$ cat src/cpu_pkg.sv
package cpu_pkg;

  typedef logic [31:0] word_t;
  typedef logic [31:0] addr_t;
  typedef logic [3:0] reg_addr_t; // Sixteen registers.
  typedef logic [6:0] opcode_t;

  // Major opcodes of the supported subset.
  localparam opcode_t OPC_REG = 7'b0110011;
  localparam opcode_t OPC_IMM = 7'b0010011;
  localparam opcode_t OPC_LOAD = 7'b0000011;
  localparam opcode_t OPC_STORE = 7'b0100011;

  typedef enum logic [3:0] {
    OP_NOP,
    OP_ADD,
    OP_SUB,
    OP_AND,
    OP_OR,
    OP_XOR,
    OP_ADDI,
    OP_LW,
    OP_SW
  } op_t;

  typedef struct packed {
    word_t instr;
    addr_t pc;
  } fetch_out_t;

  typedef struct packed {
    op_t op;
    reg_addr_t rd;
    word_t rs1_val;
    word_t rs2_val;
    word_t imm; // Already sign extended.
    logic writes;
  } issue_t;

  typedef struct packed {
    op_t op;
    reg_addr_t rd;
    word_t result; // ALU result or data address.
    word_t store_data;
    logic writes;
  } execute_out_t;

  typedef struct packed {
    logic valid;
    logic instr;
    logic store;
    addr_t addr;
    word_t wdata;
  } mem_req_t;

  typedef struct packed {
    word_t rdata;
    logic ready;
  } mem_rsp_t;

  typedef struct packed {
    logic en;
    reg_addr_t rd;
    word_t data;
  } reg_write_t;

endpackage

$ cat src/cpu.sv
`timescale 1ns/1ps

module cpu #(
  parameter int FETCH_DEPTH = 4
) (
  input  logic           clock,
  input  logic           rst_n,
  output logic           imemory_valid,
  output logic           imemory_instr,
  output logic           imemory_store,
  output cpu_pkg::addr_t imemory_addr,
  output cpu_pkg::word_t imemory_wdata,
  input  cpu_pkg::word_t imemory_rdata,
  input  logic           imemory_ready,
  output logic           dmemory_valid,
  output logic           dmemory_instr,
  output logic           dmemory_store,
  output cpu_pkg::addr_t dmemory_addr,
  output cpu_pkg::word_t dmemory_wdata,
  input  cpu_pkg::word_t dmemory_rdata,
  input  logic           dmemory_ready
);

  cpu_pkg::mem_req_t imem_req;
  cpu_pkg::mem_rsp_t imem_rsp;
  cpu_pkg::mem_req_t dmem_req;
  cpu_pkg::mem_rsp_t dmem_rsp;
  cpu_pkg::fetch_out_t fetch_out;
  cpu_pkg::issue_t issue_out;
  cpu_pkg::execute_out_t exec_out;
  cpu_pkg::reg_write_t reg_wr;
  cpu_pkg::reg_addr_t rs1_addr;
  cpu_pkg::reg_addr_t rs2_addr;
  cpu_pkg::word_t rs1_data;
  cpu_pkg::word_t rs2_data;
  cpu_pkg::reg_addr_t ex_rd;
  cpu_pkg::reg_addr_t mem_rd;
  logic ex_writes;
  logic mem_writes;
  logic fetch_valid;
  logic fetch_ready;
  logic issue_valid;
  logic issue_ready;
  logic exec_valid;
  logic exec_ready;

  fetch_stage #(
    .FETCH_DEPTH(FETCH_DEPTH)
  ) fetch_stage_i (
    .clock, .rst_n,
    .imem_req, .imem_rsp,
    .fetch_out, .fetch_valid, .fetch_ready
  );

  decode_stage decode_stage_i (
    .clock, .rst_n,
    .fetch_in(fetch_out), .fetch_valid, .fetch_ready,
    .rs1_addr, .rs2_addr, .rs1_data, .rs2_data,
    .ex_rd, .mem_rd, .ex_writes, .mem_writes,
    .issue_out, .issue_valid, .issue_ready
  );

  execute_stage execute_stage_i (
    .clock, .rst_n,
    .issue_in(issue_out), .issue_valid, .issue_ready,
    .exec_out, .exec_valid, .exec_ready,
    .ex_rd, .ex_writes
  );

  memory_stage memory_stage_i (
    .clock, .rst_n,
    .exec_in(exec_out), .exec_valid, .exec_ready,
    .dmem_req, .dmem_rsp,
    .reg_wr, .mem_rd, .mem_writes
  );

  register_file register_file_i (
    .clock, .rst_n,
    .rs1_addr, .rs2_addr, .rs1_data, .rs2_data,
    .wr(reg_wr)
  );

  // Port structs split into the flat bus fields.
  assign {imemory_valid, imemory_instr, imemory_store, imemory_addr, imemory_wdata} = imem_req;
  assign imem_rsp = '{rdata: imemory_rdata, ready: imemory_ready};
  assign {dmemory_valid, dmemory_instr, dmemory_store, dmemory_addr, dmemory_wdata} = dmem_req;
  assign dmem_rsp = '{rdata: dmemory_rdata, ready: dmemory_ready};

endmodule

$ cat src/decode_stage.sv
`timescale 1ns/1ps

module decode_stage (
  input  logic                clock,
  input  logic                rst_n,
  input  cpu_pkg::fetch_out_t fetch_in,
  input  logic                fetch_valid,
  output logic                fetch_ready,
  output cpu_pkg::reg_addr_t  rs1_addr,
  output cpu_pkg::reg_addr_t  rs2_addr,
  input  cpu_pkg::word_t      rs1_data,
  input  cpu_pkg::word_t      rs2_data,
  input  cpu_pkg::reg_addr_t  ex_rd,
  input  cpu_pkg::reg_addr_t  mem_rd,
  input  logic                ex_writes,
  input  logic                mem_writes,
  output cpu_pkg::issue_t     issue_out,
  output logic                issue_valid,
  input  logic                issue_ready
);

  cpu_pkg::opcode_t opcode;
  logic [2:0] funct3;
  logic [6:0] funct7;
  cpu_pkg::op_t op;
  cpu_pkg::reg_addr_t rd;
  cpu_pkg::word_t imm;
  logic writes;
  logic use_rs2;
  logic rs1_busy;
  logic rs2_busy;
  logic own_writes;
  logic hazard;
  logic take;

  function automatic logic hits(input cpu_pkg::reg_addr_t src, input cpu_pkg::reg_addr_t dst,
                                input logic wr);
    return wr && (src == dst);
  endfunction

  assign opcode = fetch_in.instr[6:0];
  assign funct3 = fetch_in.instr[14:12];
  assign funct7 = fetch_in.instr[31:25];
  assign rd = fetch_in.instr[10:7]; // Low four bits only.
  assign rs1_addr = fetch_in.instr[18:15];
  assign rs2_addr = fetch_in.instr[23:20];

  always_comb begin
    op = cpu_pkg::OP_NOP; // Anything unrecognized.
    case (opcode)
      cpu_pkg::OPC_REG: begin
        if (funct7 == 7'b0100000 && funct3 == 3'b000) op = cpu_pkg::OP_SUB;
        else if (funct7 == 7'b0000000) begin
          case (funct3)
            3'b000: op = cpu_pkg::OP_ADD;
            3'b100: op = cpu_pkg::OP_XOR;
            3'b110: op = cpu_pkg::OP_OR;
            3'b111: op = cpu_pkg::OP_AND;
            default: ;
          endcase
        end
      end
      cpu_pkg::OPC_IMM: if (funct3 == 3'b000) op = cpu_pkg::OP_ADDI;
      cpu_pkg::OPC_LOAD: if (funct3 == 3'b010) op = cpu_pkg::OP_LW;
      cpu_pkg::OPC_STORE: if (funct3 == 3'b010) op = cpu_pkg::OP_SW;
      default: ;
    endcase
  end

  assign imm = (op == cpu_pkg::OP_SW) ?
               {{20{fetch_in.instr[31]}}, fetch_in.instr[31:25], fetch_in.instr[11:7]} :
               {{20{fetch_in.instr[31]}}, fetch_in.instr[31:20]};
  assign writes = (op != cpu_pkg::OP_NOP) && (op != cpu_pkg::OP_SW) && (rd != '0);
  assign use_rs2 = !(op inside {cpu_pkg::OP_NOP, cpu_pkg::OP_ADDI, cpu_pkg::OP_LW});

  // Interlock against every writer still in flight.
  assign own_writes = issue_valid && issue_out.writes;
  assign rs1_busy = hits(rs1_addr, ex_rd, ex_writes) || hits(rs1_addr, mem_rd, mem_writes) ||
                    hits(rs1_addr, issue_out.rd, own_writes);
  assign rs2_busy = hits(rs2_addr, ex_rd, ex_writes) || hits(rs2_addr, mem_rd, mem_writes) ||
                    hits(rs2_addr, issue_out.rd, own_writes);
  assign hazard = fetch_valid && (((op != cpu_pkg::OP_NOP) && rs1_busy) || (use_rs2 && rs2_busy));

  assign fetch_ready = !hazard && (!issue_valid || issue_ready);
  assign take = fetch_valid && fetch_ready;

  always_ff @(posedge clock) begin
    if (!rst_n) issue_valid <= 1'b0;
    else if (take) issue_valid <= 1'b1;
    else if (issue_ready) issue_valid <= 1'b0;
  end

  always_ff @(posedge clock) begin
    if (take) begin
      issue_out <= '{op: op, rd: rd, rs1_val: rs1_data, rs2_val: rs2_data,
                     imm: imm, writes: writes};
    end
  end

  a_issue_hold: assert property (@(posedge clock) disable iff (!rst_n)
    issue_valid && !issue_ready |=> issue_valid && $stable(issue_out))
    else $error("issued instruction changed before execute was ready");

endmodule

$ cat src/execute_stage.sv
`timescale 1ns/1ps

module execute_stage (
  input  logic                  clock,
  input  logic                  rst_n,
  input  cpu_pkg::issue_t       issue_in,
  input  logic                  issue_valid,
  output logic                  issue_ready,
  output cpu_pkg::execute_out_t exec_out,
  output logic                  exec_valid,
  input  logic                  exec_ready,
  output cpu_pkg::reg_addr_t    ex_rd,
  output logic                  ex_writes
);

  cpu_pkg::word_t result;
  logic take;

  always_comb begin
    case (issue_in.op)
      cpu_pkg::OP_ADD: result = issue_in.rs1_val + issue_in.rs2_val;
      cpu_pkg::OP_SUB: result = issue_in.rs1_val - issue_in.rs2_val;
      cpu_pkg::OP_AND: result = issue_in.rs1_val & issue_in.rs2_val;
      cpu_pkg::OP_OR: result = issue_in.rs1_val | issue_in.rs2_val;
      cpu_pkg::OP_XOR: result = issue_in.rs1_val ^ issue_in.rs2_val;
      // Address generation shares the immediate adder.
      cpu_pkg::OP_ADDI, cpu_pkg::OP_LW, cpu_pkg::OP_SW: result = issue_in.rs1_val + issue_in.imm;
      default: result = '0;
    endcase
  end

  assign issue_ready = !exec_valid || exec_ready;
  assign take = issue_valid && issue_ready;

  always_ff @(posedge clock) begin
    if (!rst_n) exec_valid <= 1'b0;
    else if (take) exec_valid <= 1'b1;
    else if (exec_ready) exec_valid <= 1'b0;
  end

  always_ff @(posedge clock) begin
    if (take) begin
      exec_out <= '{op: issue_in.op, rd: issue_in.rd, result: result,
                    store_data: issue_in.rs2_val, writes: issue_in.writes};
    end
  end

  assign ex_rd = exec_out.rd;
  assign ex_writes = exec_valid && exec_out.writes; // Seen by the decode interlock.

endmodule

$ cat src/fetch_stage.sv
`timescale 1ns/1ps

module fetch_stage #(
  parameter int FETCH_DEPTH = 4
) (
  input  logic                clock,
  input  logic                rst_n,
  output cpu_pkg::mem_req_t   imem_req,
  input  cpu_pkg::mem_rsp_t   imem_rsp,
  output cpu_pkg::fetch_out_t fetch_out,
  output logic                fetch_valid,
  input  logic                fetch_ready
);

  localparam int PTR_W = $clog2(FETCH_DEPTH);
  localparam int CNT_W = $clog2(FETCH_DEPTH + 1);

  cpu_pkg::fetch_out_t queue [FETCH_DEPTH];
  logic [PTR_W-1:0] wr_ptr;
  logic [PTR_W-1:0] rd_ptr;
  logic [CNT_W-1:0] count;
  cpu_pkg::addr_t pc;
  logic started; // Holds off the first request one cycle past reset.
  logic push;
  logic pop;

  function automatic logic [PTR_W-1:0] next_ptr(input logic [PTR_W-1:0] p);
    return (p == PTR_W'(FETCH_DEPTH - 1)) ? '0 : p + 1'b1;
  endfunction

  // Room only grows while a request waits, so valid holds until ready.
  assign imem_req.valid = started && (count < CNT_W'(FETCH_DEPTH));
  assign imem_req.instr = 1'b1;
  assign imem_req.store = 1'b0;
  assign imem_req.addr = pc;
  assign imem_req.wdata = '0;

  assign push = imem_req.valid && imem_rsp.ready;
  assign fetch_valid = count != '0;
  assign pop = fetch_valid && fetch_ready;
  assign fetch_out = queue[rd_ptr];

  always_ff @(posedge clock) begin
    if (!rst_n) begin
      started <= 1'b0;
      pc <= '0;
      wr_ptr <= '0;
      rd_ptr <= '0;
      count <= '0;
    end else begin
      started <= 1'b1;
      if (push) begin
        pc <= pc + 32'd4;
        wr_ptr <= next_ptr(wr_ptr);
      end
      if (pop) rd_ptr <= next_ptr(rd_ptr);
      count <= count + CNT_W'(push) - CNT_W'(pop);
    end
  end

  always_ff @(posedge clock) begin
    if (push) queue[wr_ptr] <= '{instr: imem_rsp.rdata, pc: pc};
  end

  a_imem_hold: assert property (@(posedge clock) disable iff (!rst_n)
    imem_req.valid && !imem_rsp.ready |=> imem_req.valid && $stable(imem_req))
    else $error("instruction request changed before ready");

endmodule

$ cat src/memory_stage.sv
`timescale 1ns/1ps

module memory_stage (
  input  logic                  clock,
  input  logic                  rst_n,
  input  cpu_pkg::execute_out_t exec_in,
  input  logic                  exec_valid,
  output logic                  exec_ready,
  output cpu_pkg::mem_req_t     dmem_req,
  input  cpu_pkg::mem_rsp_t     dmem_rsp,
  output cpu_pkg::reg_write_t   reg_wr,
  output cpu_pkg::reg_addr_t    mem_rd,
  output logic                  mem_writes
);

  typedef enum logic [1:0] {MEM_IDLE, MEM_WAIT, MEM_WRITE} mem_state_t;

  mem_state_t state;
  cpu_pkg::execute_out_t held;
  logic take;
  logic is_mem_op;
  logic load_done;

  assign exec_ready = state != MEM_WAIT; // Blocked while the data port is busy.
  assign take = exec_valid && exec_ready;
  assign is_mem_op = exec_in.op inside {cpu_pkg::OP_LW, cpu_pkg::OP_SW};

  assign dmem_req.valid = state == MEM_WAIT;
  assign dmem_req.instr = 1'b0;
  assign dmem_req.store = held.op == cpu_pkg::OP_SW;
  assign dmem_req.addr = held.result;
  assign dmem_req.wdata = held.store_data;

  assign load_done = dmem_req.valid && dmem_rsp.ready && (held.op == cpu_pkg::OP_LW);

  assign reg_wr.en = held.writes && ((state == MEM_WRITE) || load_done);
  assign reg_wr.rd = held.rd;
  assign reg_wr.data = (state == MEM_WAIT) ? dmem_rsp.rdata : held.result;

  assign mem_rd = held.rd;
  assign mem_writes = (state != MEM_IDLE) && held.writes;

  always_ff @(posedge clock) begin
    if (!rst_n) begin
      state <= MEM_IDLE;
    end else if (take) begin
      if (is_mem_op) state <= MEM_WAIT;
      else state <= MEM_WRITE;
    end else if (state == MEM_WRITE || (state == MEM_WAIT && dmem_rsp.ready)) begin
      state <= MEM_IDLE;
    end
  end

  always_ff @(posedge clock) begin
    if (take) held <= exec_in;
  end

  a_dmem_hold: assert property (@(posedge clock) disable iff (!rst_n)
    dmem_req.valid && !dmem_rsp.ready |=> dmem_req.valid && $stable(dmem_req))
    else $error("data request changed before ready");

endmodule

$ cat src/register_file.sv
`timescale 1ns/1ps

module register_file (
  input  logic               clock,
  input  logic               rst_n,
  input  cpu_pkg::reg_addr_t rs1_addr,
  input  cpu_pkg::reg_addr_t rs2_addr,
  output cpu_pkg::word_t     rs1_data,
  output cpu_pkg::word_t     rs2_data,
  input  cpu_pkg::reg_write_t wr
);

  cpu_pkg::word_t regs [1:15]; // x0 has no storage.

  // Same-cycle write is visible to the reader.
  assign rs1_data = (rs1_addr == '0) ? '0 :
                    (wr.en && wr.rd == rs1_addr) ? wr.data : regs[rs1_addr];
  assign rs2_data = (rs2_addr == '0) ? '0 :
                    (wr.en && wr.rd == rs2_addr) ? wr.data : regs[rs2_addr];

  always_ff @(posedge clock) begin
    if (!rst_n) begin
      for (int i = 1; i < 16; i++) begin
        regs[i] <= '0;
      end
    end else if (wr.en && wr.rd != '0) begin
      regs[wr.rd] <= wr.data;
    end
  end

  // Decode never marks x0 as a destination.
  a_no_x0_write: assert property (@(posedge clock) disable iff (!rst_n)
    wr.en |-> wr.rd != '0) else $error("register write to x0");

endmodule
$ cat config.mk
export PLATFORM = sky130hd
export DESIGN_NAME = cpu
export DESIGN_NICKNAME = d
export VERILOG_FILES = /design/src/cpu_pkg.sv /design/src/cpu.sv /design/src/decode_stage.sv /design/src/execute_stage.sv /design/src/fetch_stage.sv /design/src/memory_stage.sv /design/src/register_file.sv
export SDC_FILE = /design/constraint.sdc
export NUM_CORES = 2
export LEC_CHECK = 0
export ABC_AREA = 1
export BUFFER_PORTS_ARGS = -buffer_cell sky130_fd_sc_hd__buf_2
export CORE_UTILIZATION = 60
export DETAILED_ROUTE_END_ITERATION = 8
export GPL_ROUTABILITY_DRIVEN = 0
export HOLD_SLACK_MARGIN = 0.12
export PLACE_DENSITY = 0.75
export SLEW_MARGIN = 20
export SYNTH_ARGS = -nofsm -noshare
export SYNTH_HDL_FRONTEND = slang
export SYNTH_SLANG_ARGS = --single-unit
$ cat constraint.sdc
create_clock -name clock -period 5.7 [get_ports clock]
set_input_delay 0.57 -clock clock [delete_from_list [all_inputs] [get_ports clock]]
set_output_delay 0.57 -clock clock [all_outputs]
set_load 0.03 [all_outputs]
Yosys cells after proc, flatten, opt, wreduce, memory -nomap -nowiden
Memories as Yosys holds them, arrays and structs flattened. A register that Yosys moved wholly into a read port is not among the register bits.
Index checks and enable logic that the tools add are counted.
Widths: inputs -> output; s select.

word-level totals
  input port bits = 68
  memory bits (writable) = 736
  memories = 2
  latch bits = 0
  bits in read-only memories = 0
  bits in registers = 275

memories
  name                  words  width  read ports  clocked after Yosys merged registers in  write ports  RTL line             text
  register_file_i.regs  15     32     2           0                                        15           register_file.sv:13  cpu_pkg::word_t regs [1:15];
  fetch_stage_i.queue   4      64     1           1                                        1            fetch_stage.sv:18    cpu_pkg::fetch_out_t queue [FETCH_DEPTH];

operators by class
  muxes and demuxes = 33
  div/mod/pow operators = 0
  $add $sub $neg = 8
  shift-type cells = 0
  order comparisons = 1
  reduce and logical (&&, ||, !) cells = 57
  multipliers = 0
  bitwise logic cells = 3
  equal/unequal tests = 38

operators by type and width
  cell                   count
  $pmux 32 s6            1
  $mux 32                4
  $add 32x32->32         2
  $add 32x3->32 const B  1
  $and 32x32->32         1
  $eq 4x3->1 const B     8
  $eq 4x4->1             8
  $or 32x32->32          1
  $reduce_or 32->1       1
  $sub 32x32->32         1
  $xor 32x32->32         1
  $logic_and 1x1->1      27
  $eq 7x6->1 const B     3
  $eq 4x4->1 const B     4
  $mux 4                 4
  $pmux 4 s4             1
  $mux 2                 7
  $logic_not 4->1        3
  $mux 1                 12
  $pmux 3 s4             1
  $reduce_bool 4->1      3
  $reduce_bool 2->1      5
  $eq 3x3->1 const B     3
  $logic_or 1x1->1       9
  20 further kinds       29

Longest topological paths before layout
  word-level depth = 16
  mapped depth = 25

By module
Synthesis repeated with hierarchy kept, for this count alone.

unflattened totals
  cell total of the unflattened synthesis = 6807
  area, all modules = 56399.1 µm²

by module, submodules not included
  module         area each (µm²)  instances  cells an instance
  register_file  30535.5          1          4288
  fetch_stage    11464.7          1          942
  execute_stage  7429.6           1          1005
  decode_stage   3587.2           1          285
  memory_stage   3382.0           1          287

Worst setup path before layout
Ideal clock, no wire load.

  path kind = reg-to-reg
  from = reg memory_stage_i.state[1]
  to = reg memory_stage_i.state[1]
  data arrival time = 4600 ps
  stages on the path, launching flop included = 8
  path slack = 981 ps
  required time = 5581 ps
  cells stage by stage = dfxtp_1 inv_1 nand2_2 inv_1 clkbuf_1 nor2_1 nand3_1 o2111a_1

on the way
  longest elaborated chain between the ends = 4

ends and longest elaborated chain
  item                                RTL line            text
  start, declared                     memory_stage.sv:18  mem_state_t state;
  start signal, assigned              memory_stage.sv:45  state <= MEM_IDLE;
  start signal, assigned              memory_stage.sv:47  if (is_mem_op) state <= MEM_WAIT;
  start signal, assigned              memory_stage.sv:48  else state <= MEM_WRITE;
  $eq 2x1->1                          --
  net dmemory_valid                   cpu.sv:15           output logic dmemory_valid,
  $logic_and 1x1->1                   memory_stage.sv:49  end else if (state == MEM_WRITE || (state == MEM_WAIT && dmem_rsp.ready)) begin
  $logic_or 1x1->1                    memory_stage.sv:49
  $reduce_bool 2->1 (no source line)  --

The timed path passes the listed nets, and every way through them passes these cells.
A chain may end at the register's enable or synchronous reset.

Worst setup path after layout
  from = reg, netlist name decode_stage_i.issue_out[103]
  to = reg, netlist name execute_stage_i.exec_out[64]

on the way
  longest elaborated chain between the ends = 3

ends and longest elaborated chain
  item                                      RTL line             text
  $eq 4x3->1 or $eq 4x4->1 (tied branches)  execute_stage.sv:20  case (issue_in.op)
  $reduce_or 3->1                           execute_stage.sv:20
  $pmux 32 s6 (*)                           execute_stage.sv:20
  net execute_stage_i.result[31]            execute_stage.sv:16  cpu_pkg::word_t result;

The timed path passes the listed nets; every way through them passes the cells marked *.

==> impl_metrics.py <==
metrics = {
    "worst_setup_path": {
        "crit_type": "flop to flop",
        "reg2reg_to": "execute_stage_i.exec_out[64]",
        "critPathMostFrequentCell": "nand2_1",
        "crit_arrival_ns": 5.20,
        "r2r_start": "decode_stage_i.issue_out[103]",
        "cp_data_required_time_ns": 6.13,
        "end_kind": "flop",
        "cp_top_family": "compound AO/OA/AOI/OAI gates",
        "path_buf_inv": 3,
        "r2r_cells": 17,
        "rrSetupSlack_ns": 0.93,
        "cp_slowest_stage_delay_ns": 0.54,
        "critPathLaunchType": "flop",
        "crit_path_cell_trace": "inv_1, nor2_1, nand2_1, nand2_1, nor2_1, inv_2, nand2_1, clkinv_1, a22oi_1, ha_1, a21oi_1, o21ai_0, a21oi_1, nand2_1, a21oi_1, nor2_1, o21ai_0",
        "crit_fanout": 18,
        "crit_path_top_delay_cell": "clkinv_1",
    },
    "floorplanning": {
        "die_area_um2": 81520,
        "die_height_um": 285.5,
        "ios": 202,
        "core_area_um2": 79260,
        "num_rows": 103,
        "die_w_um": 285.5,
        "initial_utilization_pct": 60.85,
    },
    "timing": {
        "worstMarginPinSlew_ns": 1.214,
        "setup_viol": 0,
        "tns_ns": 0,
        "fmax_mhz": 209.7,
        "post-route-period-util_pct": 83.67,
        "hold_viol": 0,
        "fin_crit_ns": 4.769,
        "whs_ns": 0.1498,
        "timing.final.max_slew_violations": 0,
        "rsz0062_at_grt": "false",
        "slew_headroom_pct": 19.08,
        "finClkSkew_ns": 0.04600,
    },
    "power_and_ir_drop": {
        "seq_power_share_pct": 31.5,
        "pwr_density_cell_nw_per_um2": 596.8,
        "p_int_mw": 16.78,
        "power_leakage_nw": 20.48,
        "power_frac_clock_pct": 20.2,
        "switchingPower_mw": 14.57,
        "power_frac_comb_pct": 48.3,
        "sw_frac_of_total_pct": 46.48,
        "ir_drop_uv": 681.1,
    },
    "detailed_routing": {
        "drc": 0,
        "drt-total-wl_um": 148900,
        "vias": 40240,
        "vias_per_cell": 6.345,
        "wl_per_cell_um": 23.48,
        "ant_nets": 0,
        "dr.pass1.iters": 9,
        "initialDrtViolationCount": 6338,
    },
    "synthesis": {
        "synth-edff-count": 867,
        "yosys.cell_types.count": 62,
        "netlist_area_um2": 48230,
        "ys_warn_count": 0,
        "avgSynthCellArea_um2": 9.275,
        "netlist_instances": 5200,
        "synth-seq-cells": 911,
        "synth-main-ff-cell": "edfxtp_1",
        "ys_seq_area_share_pct": 55.81,
        "async_reset_ff_share_pct": 0,
    },
    "global_routing": {
        "antenna_found_initial": 4,
        "grt-ovfl-total": 0,
        "grt_max_degree": 251,
        "grt_usage_pct": 35.79,
        "grt_pass1_vias": 37710,
        "grt_pass1_wl_um": 220500,
    },
    "clock_tree": {
        "cts_tree": "built",
        "path_clk_slew_ns": 0.06,
        "clk_path_buf_depth": 3,
        "cts_setup_buffers": 0,
        "cts-resized-gates": 0,
        "clock_sinks": 911,
        "hold_buffers": 30,
        "clk_latency_ns": 0.69,
        "cts_buffers": 96,
        "root_buffer": "clkbuf_16",
        "htreeDepth": 3,
    },
    "placement": {
        "dp_hpwl_um": 90730,
        "dpl_cell_area_um2": 49020,
        "port_buffers": 163,
    },
    "finish": {
        "final_common_cell": "edfxtp_1",
        "final_area_um2": 52540,
        "n_fill_cell": 5989,
        "final_nets": 5386,
        "seq_area_um2": 26920,
        "area_growth_pct": 8.927,
        "final_cell_mix": "edfxtp_1 (867), nor2_1 (764), o21ai_0 (628), nand2_1 (545), a21oi_1 (465)",
        "multiInputGateArea_um2": 17410,
        "drive_above_1_share_pct": 10.49,
    },
    "flow_run": {
        "maxCapViolCount": 0,
    },
    "worst_hold_path": {
        "holdPathStages": 1,
        "hold_path_class": "input pin to flop",
        "hold_end": "fetch_stage_i.queue[0][45]",
        "min_from": "imemory_rdata[13]",
    },
    "run_status": {
        "status": "complete, no violations",
    },
}
flip-flops by register name, summed over array words and instances, names as in the netlist, 5 cells and up, named ones only:
register and count:
memory_stage_i.dmem_req 64, memory_stage_i.held 5, execute_stage_i.exec_out 69, fetch_stage_i.pc 30, decode_stage_i.issue_out 85, fetch_stage_i.queue 124
register_file_i.regs 512
worst reg2reg max path: cells and delay by family (launching register included):
| family | cells | cell delay (ns) |
|---|---|---|
| AO/OA/AOI/OAI | 6 | 1.67 |
| AND/OR/NAND/NOR | 7 | 1.28 |
| buffers and inverters | 3 | 0.83 |
| flip-flops | 1 | 0.43 |
| adder cells (fa/ha/maj) | 1 | 0.34 |
cells by family after synthesis:
logic type                 after synthesis  synth area share, %
and+or+nand+nor                       1810                15.91
AOI/OAI and AO/OA                     1439                16.18
DFF                                    911                55.81
buffers and inverters                  910                8.896
adders and majority gates              106                2.781
xor gates and xnor gates                22               0.4151
other                                    2              0.01557
worst max path at each step:
stage | endpoint | depth (start not counted) | slack (ns) | startpoint
floorplan | memory_stage_i.state[1] | 7 | 0.98 | memory_stage_i.state[1]
global placement | execute_stage_i.exec_out[64] | 17 | 1.22 | decode_stage_i.issue_out[103]
detailed placement | execute_stage_i.exec_out[64] | 17 | 1.11 | decode_stage_i.issue_out[103]
global route | execute_stage_i.exec_out[64] | 17 | 0.65 | decode_stage_i.issue_out[103]
finish | execute_stage_i.exec_out[64] | 17 | 0.93 | decode_stage_i.issue_out[103]
CTS | execute_stage_i.exec_out[64] | 17 | 1.09 | decode_stage_i.issue_out[103]
area by class of cell:
cell class / instances / share of cell area, %
Sequential cell: 911 / 51.24
Multi-Input combinational cell: 3446 / 33.13
Clock buffer: 115 / 4.747
Timing Repair Buffer: 296 / 3.739
Inverter: 461 / 3.315
Tap cell: 1050 / 2.501
Clock inverter: 62 / 1.324
Antenna cell: 1 / 0.004763
per-stage QoR:
stage	util (%)	cells	worst slack, ns	power (mW)
5_1_grt	66.28	6341	0.6479	32.81
3_3_place_gp	61.85	6134	1.217	23.99
6_report	66.28	6342	0.9308	31.35
3_5_place_dp	61.85	6134	1.108	24.37
4_1_cts	66.25	6341	1.090	30.69
2_1_floorplan	-	5267	0.9813	19.96
Yosys cell counts, types with 4 or more instances:
cell | n | area (um2)
nor2_2 | 10 | 62.56
a21oi_1 | 465 | 2327
inv_1 | 445 | 1670
o31ai_1 | 18 | 135.1
nand2_2 | 14 | 87.58
o21ai_1 | 153 | 765.7
nor3_2 | 4 | 40.04
buf_4 | 115 | 863.3
nand4_1 | 23 | 143.9
inv_2 | 13 | 48.80
xnor2_1 | 5 | 43.79
buf_6 | 36 | 405.4
ha_1 | 104 | 1301
nor2_1 | 770 | 2890
xor2_1 | 16 | 140.1
o211ai_1 | 7 | 52.55
a22oi_1 | 18 | 135.1
o22ai_1 | 18 | 112.6
a31oi_1 | 6 | 37.54
buf_1 | 19 | 71.32
edfxtp_1 | 867 | 26030
o21bai_1 | 5 | 37.54
o21ai_0 | 628 | 3143
nand3_1 | 313 | 1567
clkbuf_1 | 147 | 551.8
a221oi_1 | 15 | 131.4
nand3_2 | 14 | 140.1
dfxtp_1 | 44 | 880.8
or2_2 | 57 | 356.6
nor4_1 | 11 | 68.82
a41oi_1 | 62 | 543.0
o21a_1 | 5 | 37.54
a21o_1 | 8 | 60.06
nand2_1 | 560 | 2102
o2111ai_1 | 14 | 122.6
buf_2 | 131 | 655.6
nor3_1 | 22 | 110.1
routing by layer:
metal	vias to the layer above	global-route usage, %	routed length (um)
li1	17930	-	-
met1	18770	44.98	52150
met2	2947	56.75	67640
met3	596	8.493	19990
met4	0	20.91	9149
met5	-	0	0
power groups by stage:
stage	registers (mW)	logic (mW)	clock network, mW
floorplan	9.37	10.6	0
global placement	9.92	14.1	0
detailed placement	9.95	14.4	0
CTS	9.82	14.5	6.32
global route	9.90	16.3	6.58
finish	9.88	15.2	6.32
(Power assumes the default switching activity.)
